**config.mk**
```make
export PLATFORM = sky130hd
export DESIGN_NAME = stylerTop
export DESIGN_NICKNAME = d
export VERILOG_FILES = /design/src/verilog/glyph_pkg.sv /design/src/verilog/stylerRegs_pkg.sv /design/src/verilog/styleRegs.sv /design/src/verilog/glyphGeometry.sv /design/src/verilog/glyphDecorate.sv /design/src/verilog/stylerTop.sv
export VERILOG_INCLUDE_DIRS = /design/src /design/src/verilog
export SDC_FILE = /design/constraint.sdc
export NUM_CORES = 1
export LEC_CHECK = 0
export ABC_CLOCK_PERIOD_IN_PS = 2900
export BUFFER_PORTS_ARGS = -buffer_cell sky130_fd_sc_hd__buf_2
export CAP_MARGIN = 20
export CORE_MARGIN = 3
export CORE_UTILIZATION = 61
export DETAILED_ROUTE_END_ITERATION = 10
export HOLD_SLACK_MARGIN = 0.08
export PLACE_DENSITY = 0.87
export SETUP_SLACK_MARGIN = 0.15
export SYNTH_ARGS = -nofsm -noshare
export SYNTH_HDL_FRONTEND = slang
export SYNTH_SLANG_ARGS = --single-unit
```
**constraint.sdc**
```tcl
create_clock -name clk -period 2.9 [get_ports clk]
set_clock_uncertainty 0.2 [all_clocks]
set_input_delay 0.145 -clock clk [delete_from_list [all_inputs] [get_ports clk]]
set_output_delay 0.145 -clock clk [all_outputs]
set_load 0.1 [all_outputs]
```
**src/verilog/styler_macros.svh**
```systemverilog
/*
 * Width macros for the glyph styler
 * Control word reset value
 * Scanline numbers of the underline, strikethrough and overline
 */
`ifndef STYLER_MACROS_SVH
`define STYLER_MACROS_SVH

`define STYLER_SCAN_W 4      // Display or font scanline number
`define STYLER_ROW_W  16     // One row of glyph pixels
`define STYLER_ATTR_W 25     // Attribute word
`define STYLER_CTRL_W 6      // Display control word

// Blink, lines, cursor and cursor blink on, cursor covers no rows
`define STYLER_CTRL_RESET 6'h3C

`define STYLER_UNDER_ROW  4'd14  // Double form also uses 13 and 15
`define STYLER_STRIKE_ROW 4'd7   // Double form also uses 6 and 8
`define STYLER_OVER_ROW   4'd0   // Double form also uses 2

`endif

```
**src/verilog/glyph_pkg.sv**
```systemverilog
/*
 * Glyph data types: scanline number, pixel row, attribute word
 */
`include "styler_macros.svh"

package glyph_pkg;

  typedef logic [`STYLER_SCAN_W-1:0] scanline_t;  // 0 is the top scanline

  typedef logic [`STYLER_ROW_W-1:0] pixelRow_t;   // Bit 15 is the leftmost pixel

  // Attribute bits from 0 upward
  //   0..3    xoffset, xscale, yoffset, yscale
  //   4..7    xPreMirror, xPostMirror, yPreMirror, yPostMirror
  //   8..11   bold, faint, italic, reverseItalic
  //   12..15  blink, alternate, inverse, hidden
  //   16..18  underline, doubleUnderline, dottedUnderline
  //   19..21  strikethru, doubleStrikethru, dottedStrikethru
  //   22..24  overline, doubleOverline, dottedOverline
  typedef logic [`STYLER_ATTR_W-1:0] attr_t;

endpackage

```
**src/verilog/stylerRegs_pkg.sv**
```systemverilog
/*
 * Register select encoding for pad access
 * Display control word type
 */
`include "styler_macros.svh"

package stylerRegs_pkg;

  typedef enum logic [2:0] {
    SEL_SCAN   = 3'd0,  // Display scanline
    SEL_CTRL   = 3'd1,
    SEL_ROW_LO = 3'd2,  // Font row, low byte
    SEL_ROW_HI = 3'd3,
    SEL_ATTR0  = 3'd4,  // Attribute bits 7..0
    SEL_ATTR1  = 3'd5,
    SEL_ATTR2  = 3'd6,
    SEL_ATTR3  = 3'd7   // Attribute bit 24 only
  } regSel_e;

  // Bits from 5 down:
  //   blinkEnable, lineEnable, cursorEnable,
  //   cursorBlink, cursorTop, cursorBottom
  typedef logic [`STYLER_CTRL_W-1:0] ctrl_t;

endpackage

```
**src/verilog/styleRegs.sv**
```systemverilog
/*
 * Styler register block
 * Scanline, control, font row and attribute registers
 * Byte lane write decode from the pad bus
 */
`include "styler_macros.svh"

module styleRegs
  import glyph_pkg::*;
  import stylerRegs_pkg::*;
(
  input  logic       clk,
  input  logic       rst_n,
  input  regSel_e    sel,
  input  logic       writeN,
  input  logic [7:0] wrData,
  output scanline_t  scanIn,
  output ctrl_t      ctrl,
  output pixelRow_t  rowIn,
  output attr_t      attr
);

  always_ff @(posedge clk) begin
    if (!rst_n) begin
      scanIn <= '0;
      ctrl   <= `STYLER_CTRL_RESET;
      rowIn  <= '0;
      attr   <= '0;
    end else if (!writeN) begin  // Level write, repeats each cycle
      case (sel)
        SEL_SCAN: begin
          scanIn <= wrData[`STYLER_SCAN_W-1:0];
        end
        SEL_CTRL: begin
          ctrl <= wrData[`STYLER_CTRL_W-1:0];
        end
        SEL_ROW_LO: begin
          rowIn[7:0] <= wrData;
        end
        SEL_ROW_HI: begin
          rowIn[15:8] <= wrData;
        end
        SEL_ATTR0: begin
          attr[7:0] <= wrData;
        end
        SEL_ATTR1: begin
          attr[15:8] <= wrData;
        end
        SEL_ATTR2: begin
          attr[23:16] <= wrData;
        end
        SEL_ATTR3: begin
          attr[`STYLER_ATTR_W-1] <= wrData[0];  // Dotted overline
        end
      endcase
    end
  end

endmodule

```
**src/verilog/glyphGeometry.sv**
```systemverilog
/*
 * Glyph geometry
 * Display to font scanline remap with mirror, double height, offset
 * Horizontal mirror and double width of the fetched font row
 */
module glyphGeometry
  import glyph_pkg::*;
(
  input  scanline_t scanIn,
  input  pixelRow_t rowIn,
  input  attr_t     attr,
  output scanline_t scanOut,
  output pixelRow_t geomRow
);

  logic xoffset, xscale, yoffset, yscale;
  logic xPreMirror, xPostMirror, yPreMirror, yPostMirror;
  scanline_t preScan, scaledScan;
  pixelRow_t preRow, scaledRow;
  logic [7:0] srcByte;

  assign {yPostMirror, yPreMirror, xPostMirror, xPreMirror,
          yscale, yoffset, xscale, xoffset} = attr[7:0];

  function automatic pixelRow_t reverseRow(input pixelRow_t r);
    pixelRow_t res;
    for (int i = 0; i < $bits(pixelRow_t); i++) begin
      res[i] = r[$bits(pixelRow_t)-1-i];
    end
    return res;
  endfunction

  function automatic pixelRow_t doubleByte(input logic [7:0] b);
    pixelRow_t res;
    for (int i = 0; i < 8; i++) begin
      res[2*i]   = b[i];
      res[2*i+1] = b[i];
    end
    return res;
  endfunction

  // Vertical path, 15 - n is the bitwise complement
  assign preScan    = yPreMirror ? ~scanIn : scanIn;
  assign scaledScan = yscale ? {yoffset, preScan[3:1]} : preScan;  // Half, plus 8 for lower half
  assign scanOut    = yPostMirror ? ~scaledScan : scaledScan;

  // Horizontal path
  assign preRow    = xPreMirror ? reverseRow(rowIn) : rowIn;
  assign srcByte   = xoffset ? preRow[15:8] : preRow[7:0];
  assign scaledRow = xscale ? doubleByte(srcByte) : preRow;
  assign geomRow   = xPostMirror ? reverseRow(scaledRow) : scaledRow;

endmodule

```
**src/verilog/glyphDecorate.sv**
```systemverilog
/*
 * Glyph decoration on one pixel row
 * Italic, bold, faint, blink and hidden
 * Under, strike and over lines, inverse and block cursor
 */
`include "styler_macros.svh"

module glyphDecorate
  import glyph_pkg::*;
  import stylerRegs_pkg::*;
(
  input  scanline_t scanIn,
  input  pixelRow_t geomRow,
  input  attr_t     attr,
  input  ctrl_t     ctrl,
  input  logic      faintPhase,
  input  logic      blinkPhase,
  input  logic      cursorPhase,
  output pixelRow_t rowOut
);

  localparam pixelRow_t solidLine  = 16'hFFFF;
  localparam pixelRow_t dottedLine = 16'h5555;  // Also the faint mask in its high phase
  localparam pixelRow_t faintOdd   = 16'hAAAA;

  logic bold, faint, italic, reverseItalic;
  logic blink, alternate, inverse, hidden;
  logic underline, doubleUnderline, dottedUnderline;
  logic strikethru, doubleStrikethru, dottedStrikethru;
  logic overline, doubleOverline, dottedOverline;
  logic blinkEnable, lineEnable, cursorEnable, cursorBlink, cursorTop, cursorBottom;

  logic topHalf, blinkOff, cursorOn, cursorRow;
  pixelRow_t slantRow, boldRow, faintRow, visRow, lineMask, lineRow, invRow;

  assign {dottedOverline, doubleOverline, overline,
          dottedStrikethru, doubleStrikethru, strikethru,
          dottedUnderline, doubleUnderline, underline,
          hidden, inverse, alternate, blink,
          reverseItalic, italic, faint, bold} = attr[24:8];

  assign {blinkEnable, lineEnable, cursorEnable,
          cursorBlink, cursorTop, cursorBottom} = ctrl;

  assign topHalf = ~scanIn[3];  // Scanlines 0 to 7

  // Slant the upper half only
  always_comb begin
    slantRow = geomRow;
    if (italic && topHalf) slantRow = slantRow >> 1;
    if (reverseItalic && topHalf) slantRow = slantRow << 1;
  end

  assign boldRow  = bold ? (slantRow | (slantRow >> 1)) : slantRow;
  assign faintRow = faint ? (boldRow & (faintPhase ? dottedLine : faintOdd)) : boldRow;

  // Alternate blinks in the opposite phase
  assign blinkOff = blink && blinkEnable && !(blinkPhase ^ alternate);
  assign visRow   = (hidden || blinkOff) ? '0 : faintRow;

  always_comb begin
    lineMask = '0;
    if (lineEnable) begin
      if (underline && scanIn == `STYLER_UNDER_ROW) lineMask |= solidLine;
      if (doubleUnderline && (scanIn == `STYLER_UNDER_ROW - 4'd1 ||
                              scanIn == `STYLER_UNDER_ROW + 4'd1)) lineMask |= solidLine;
      if (dottedUnderline && scanIn == `STYLER_UNDER_ROW) lineMask |= dottedLine;

      if (strikethru && scanIn == `STYLER_STRIKE_ROW) lineMask |= solidLine;
      if (doubleStrikethru && (scanIn == `STYLER_STRIKE_ROW - 4'd1 ||
                               scanIn == `STYLER_STRIKE_ROW + 4'd1)) lineMask |= solidLine;
      if (dottedStrikethru && scanIn == `STYLER_STRIKE_ROW) lineMask |= dottedLine;

      if (overline && scanIn == `STYLER_OVER_ROW) lineMask |= solidLine;
      if (doubleOverline && (scanIn == `STYLER_OVER_ROW ||
                             scanIn == `STYLER_OVER_ROW + 4'd2)) lineMask |= solidLine;
      if (dottedOverline && scanIn == `STYLER_OVER_ROW) lineMask |= dottedLine;
    end
  end

  assign lineRow = visRow | lineMask;
  assign invRow  = inverse ? ~lineRow : lineRow;  // Lines invert with the glyph

  // Steady cursor, or blinking with cursorPhase
  assign cursorOn  = cursorEnable && (!cursorBlink || cursorPhase);
  assign cursorRow = topHalf ? cursorTop : cursorBottom;
  assign rowOut    = (cursorOn && cursorRow) ? ~invRow : invRow;

endmodule

```
**src/verilog/stylerTop.sv**
```systemverilog
/*
 * Glyph styler top level
 * Register block, geometry and decoration path
 * Pad readback multiplexer and pad output enable
 */
module stylerTop
  import glyph_pkg::*;
  import stylerRegs_pkg::*;
(
  input  logic       clk,
  input  logic       rst_n,
  input  logic [2:0] sel,
  input  logic       writeN,
  input  logic [7:0] wrData,
  input  logic       faintPhase,
  input  logic       blinkPhase,
  input  logic       cursorPhase,
  input  logic       busDisable,
  output logic [7:0] rdData,
  output logic [7:0] busOut,
  output logic [7:0] busOe
);

  regSel_e    selE;
  scanline_t  scanIn, scanOut;
  ctrl_t      ctrl;
  pixelRow_t  rowIn, geomRow, rowOut;
  attr_t      attr;
  logic [7:0] rdByte;

  assign selE = regSel_e'(sel);

  styleRegs i_styleRegs (
    .clk    (clk),
    .rst_n  (rst_n),
    .sel    (selE),
    .writeN (writeN),
    .wrData (wrData),
    .scanIn (scanIn),
    .ctrl   (ctrl),
    .rowIn  (rowIn),
    .attr   (attr)
  );

  glyphGeometry i_glyphGeometry (
    .scanIn  (scanIn),
    .rowIn   (rowIn),
    .attr    (attr),
    .scanOut (scanOut),
    .geomRow (geomRow)
  );

  glyphDecorate i_glyphDecorate (
    .scanIn      (scanIn),
    .geomRow     (geomRow),
    .attr        (attr),
    .ctrl        (ctrl),
    .faintPhase  (faintPhase),
    .blinkPhase  (blinkPhase),
    .cursorPhase (cursorPhase),
    .rowOut      (rowOut)
  );

  // Results read back on the row and scanline selects, attributes as stored
  always_comb begin
    case (selE)
      SEL_SCAN:   rdByte = 8'(scanOut);  // Fetched font scanline
      SEL_CTRL:   rdByte = 8'(ctrl);
      SEL_ROW_LO: rdByte = rowOut[7:0];
      SEL_ROW_HI: rdByte = rowOut[15:8];
      SEL_ATTR0:  rdByte = attr[7:0];
      SEL_ATTR1:  rdByte = attr[15:8];
      SEL_ATTR2:  rdByte = attr[23:16];
      SEL_ATTR3:  rdByte = 8'(attr[24]);
      default:    rdByte = '0;
    endcase
  end

  assign rdData = rdByte;
  assign busOut = rdByte;
  assign busOe  = {8{~busDisable}};  // Drive the pads unless disabled

endmodule

```
==> metrics.txt <==
Slew Limit Fails 0; CP max FO 4; # rows 31; Min-Delay Path Class primary input to flip-flop; Non-Filler Instances a little under 800; post-synth cell types 65; Max Clk Rate 295 MHz; critical path data arrival time approximately 3.1 ns; top-area cell type share of the netlist area 21.7%; reg2reg end i_styleRegs.rowIn[14]; Seq/Total Area, Yosys 21.7%; die span in y 93.8 um; Inst Count DP 755; H-Tree Depth 2; top post-synthesis cells by area dfxtp_1, nand2_1, mux2i_1; critical path endpoint rdData[6]; Avg WL per Cell 22.1 um; IO Pins 42; setup slack after layout -0.494 ns; share of cells above drive strength 1 32.2%; Setup CP Type flip-flop to output pin; Crit. End Element output pin; P per Cell Area 316 nW/um^2; final setup violation count 16; Final ANT Viol Nets 0; mapped cell area 4710 um^2; grt ovf 0; Synth Instances 617; depth of the worst register-to-register path 3; wire length after detailed routing 17,300 um; flops & latches, synth 51; vias in the first global route 4,950; Initial Utilization 63.9%; global-route wire length before repair approximately 26,000 um; synthesized area per cell 7.63 um^2; TritonCTS buffer count 5; Slew HR 46.7%; core area 7370 um^2; GRT Total Usage 38.0%; min Tclk post-route 3.39 ns; largest net degree at the start of global routing 52; worst slack, placed -0.193 ns; Nets 700; drt via density 6.96; Worst Setup SP i_styleRegs.attr[0]; Required @ worst endpoint between 2 and 3 ns; Worst setup SP type flip-flop; run status complete, but fails checks; Ys Warns 0; Clock Latency Late Sink 0.30 ns; DR pass1 iterations 7; die area a little under 9000 um^2; clock-pin transition on the worst setup and hold timing paths 0.10 ns; top_reg_cell synth dfxtp_1; final hold slack 0.142 ns; EDFF count, synth 0; die width 93.8 um; antenna cells 0; RSZ-0062 raised after global routing yes; r2r startpoint i_styleRegs.rowIn[14]; Clock Path Buffers 2; Max IR drop VDD 0.559 mV; max cap viols 0; FILL cells 415; TritonCTS clock tree built; violated checks negative setup slack; Hold Violations, Final 0; via count around 5,400; Leak 0.00221 uW; share of flip-flops with an asynchronous set or reset 0%; Worst-Margin Slew 0.793 ns; Pwr Total ~1900 uW; initial antenna violation count 0; Syn-to-layout area delta 30.4%; IO Port Bufs 41; clock tree root driver cell clkbuf_8; DRC Markers 0; area leader, netlist dfxtp_1; CTS Sinks 51; hpwl dp 11,300 um; syn nets 635; global placement routability congestion between 0.9 and 1; final worst path period share 117%; initial DRC count 822; R2R setup slack between 1.5 and 2 ns; setup tns final -6.47 ns
-- Yosys cell counts, types with 4 or more instances --
cell	instances
a21boi_0	49
a21oi_1	28
a221oi_1	4
a22oi_1	7
a31oi_1	9
a32oi_1	6
and3_1	5
buf_2	10
buf_4	17
buf_6	4
clkbuf_1	23
dfxtp_1	51
inv_1	9
mux2_2	15
mux2i_1	43
mux4_2	10
nand2_1	123
nand2b_1	11
nand3_1	22
nand3b_1	4
nor2_1	34
nor2b_1	9
nor3_1	5
o211ai_1	7
o21ai_0	21
o21ai_1	9
o221ai_1	5
o22ai_1	7
or3_1	5
xnor2_1	7
xor2_1	4
-- what timing repair did --
action                     CTS  global route
hold endpoints to repair    51             0
pin swaps                   11            12
hold buffers                 8             0
resized for setup           49            28
setup buffers                5             3
setup endpoints to repair   16            16
gates cloned                 2             1
-- power breakdown --
part           leakage, uW  switching (uW)  internal [uW]
Sequential        0.000416            25.3            714
Combinational      0.00173             448            252
Clock            0.0000612             225            279
-- stage by stage --
step | utilization [%] | area (um^2)
final | 83.3 | 6140
after global placement | 74.8 | 5510
after floorplan | - | 4910
after global routing | 83.3 | 6140
after CTS | 81.1 | 5970
after detailed placement | 74.8 | 5510
-- logic make-up (layout without fill, tap and decap cells) --
| family | after synthesis | after routing | share of synthesized area, % |
|---|---|---|---|
| compound gates | 184 | 186 | 28.0 |
| mux | 69 | 69 | 18.1 |
| buf+inv | 69 | 133 | 7.76 |
| simple gates | 232 | 232 | 22.1 |
| xor+xnor | 12 | 12 | 2.39 |
| flops | 51 | 51 | 21.7 |
-- critical path, stage by stage, from the launching register on --
cell	delay (ns)
dfxtp_4	0.39
mux4_2	0.55
mux2i_1	0.37
mux4_2	0.34
mux2i_1	0.10
and2_1	0.19
o21ai_2	0.20
mux2i_2	0.28
nand3_4	0.13
buf_12	0.19
-- per-layer routing --
layer | GRT usage [%] | up-vias | share of wire, %
li1 | - | 2364 | -
met1 | 51.0 | 2547 | 38
met2 | 62.7 | 447 | 47
met3 | 5.21 | 82 | 11
met4 | 12.4 | 0 | 4.2
met5 | 0 | - | 0
-- cells in the final DEF (no fill, tap or decap), drive strengths merged, types with 4 or more instances in the layout --
| cell | n |
|---|---|
| buf | 103 |
| a21oi | 29 |
| o22ai | 7 |
| and3 | 5 |
| nor2 | 34 |
| a31oi | 9 |
| nand3 | 22 |
| o211ai | 7 |
| a22oi | 12 |
| mux4 | 11 |
| a221oi | 4 |
| or3 | 5 |
| nor3 | 5 |
| nand2b | 11 |
| mux2i | 43 |
| xor2 | 5 |
| a32oi | 7 |
| inv | 10 |
| xnor2 | 7 |
| nand2 | 123 |
| nor2b | 9 |
| dfxtp | 51 |
| a21boi | 51 |
| nand3b | 4 |
| clkbuf | 8 |
| mux2 | 15 |
| o221ai | 5 |
| o21ai | 32 |
| dlygate4sd3 | 8 |
-- flip-flops by register name (all words and copies together), names as in the netlist --
register and count:
i_styleRegs.attr 25, i_styleRegs.rowIn 16, i_styleRegs.ctrl 6, i_styleRegs.scanIn 4
-- area by class of cell --
class | count | area (um^2) | area share (%)
clock buffers | 6 | 82.6 | 1.35
clock inverters | 2 | 35.0 | 0.571
inverters | 12 | 45.0 | 0.734
multi-input cells | 499 | 3770 | 61.4
flip-flops and latches | 51 | 1030 | 16.8
well taps | 99 | 124 | 2.02
repair buffers | 113 | 1050 | 17.1
-- worst min path at each step --
stage	cells past startpoint	slack, ns	start	to
final	3	0.14	writeN	i_styleRegs.scanIn[3]
after global placement	3	0.26	wrData[7]	i_styleRegs.rowIn[7]
after detailed placement	3	0.27	wrData[7]	i_styleRegs.attr[23]
after floorplan	2	0.07	wrData[2]	i_styleRegs.ctrl[2]
after CTS	3	0.11	writeN	i_styleRegs.scanIn[3]
after global routing	3	0.19	writeN	i_styleRegs.scanIn[1]
Note: power is estimated with default switching activity, not from simulation.
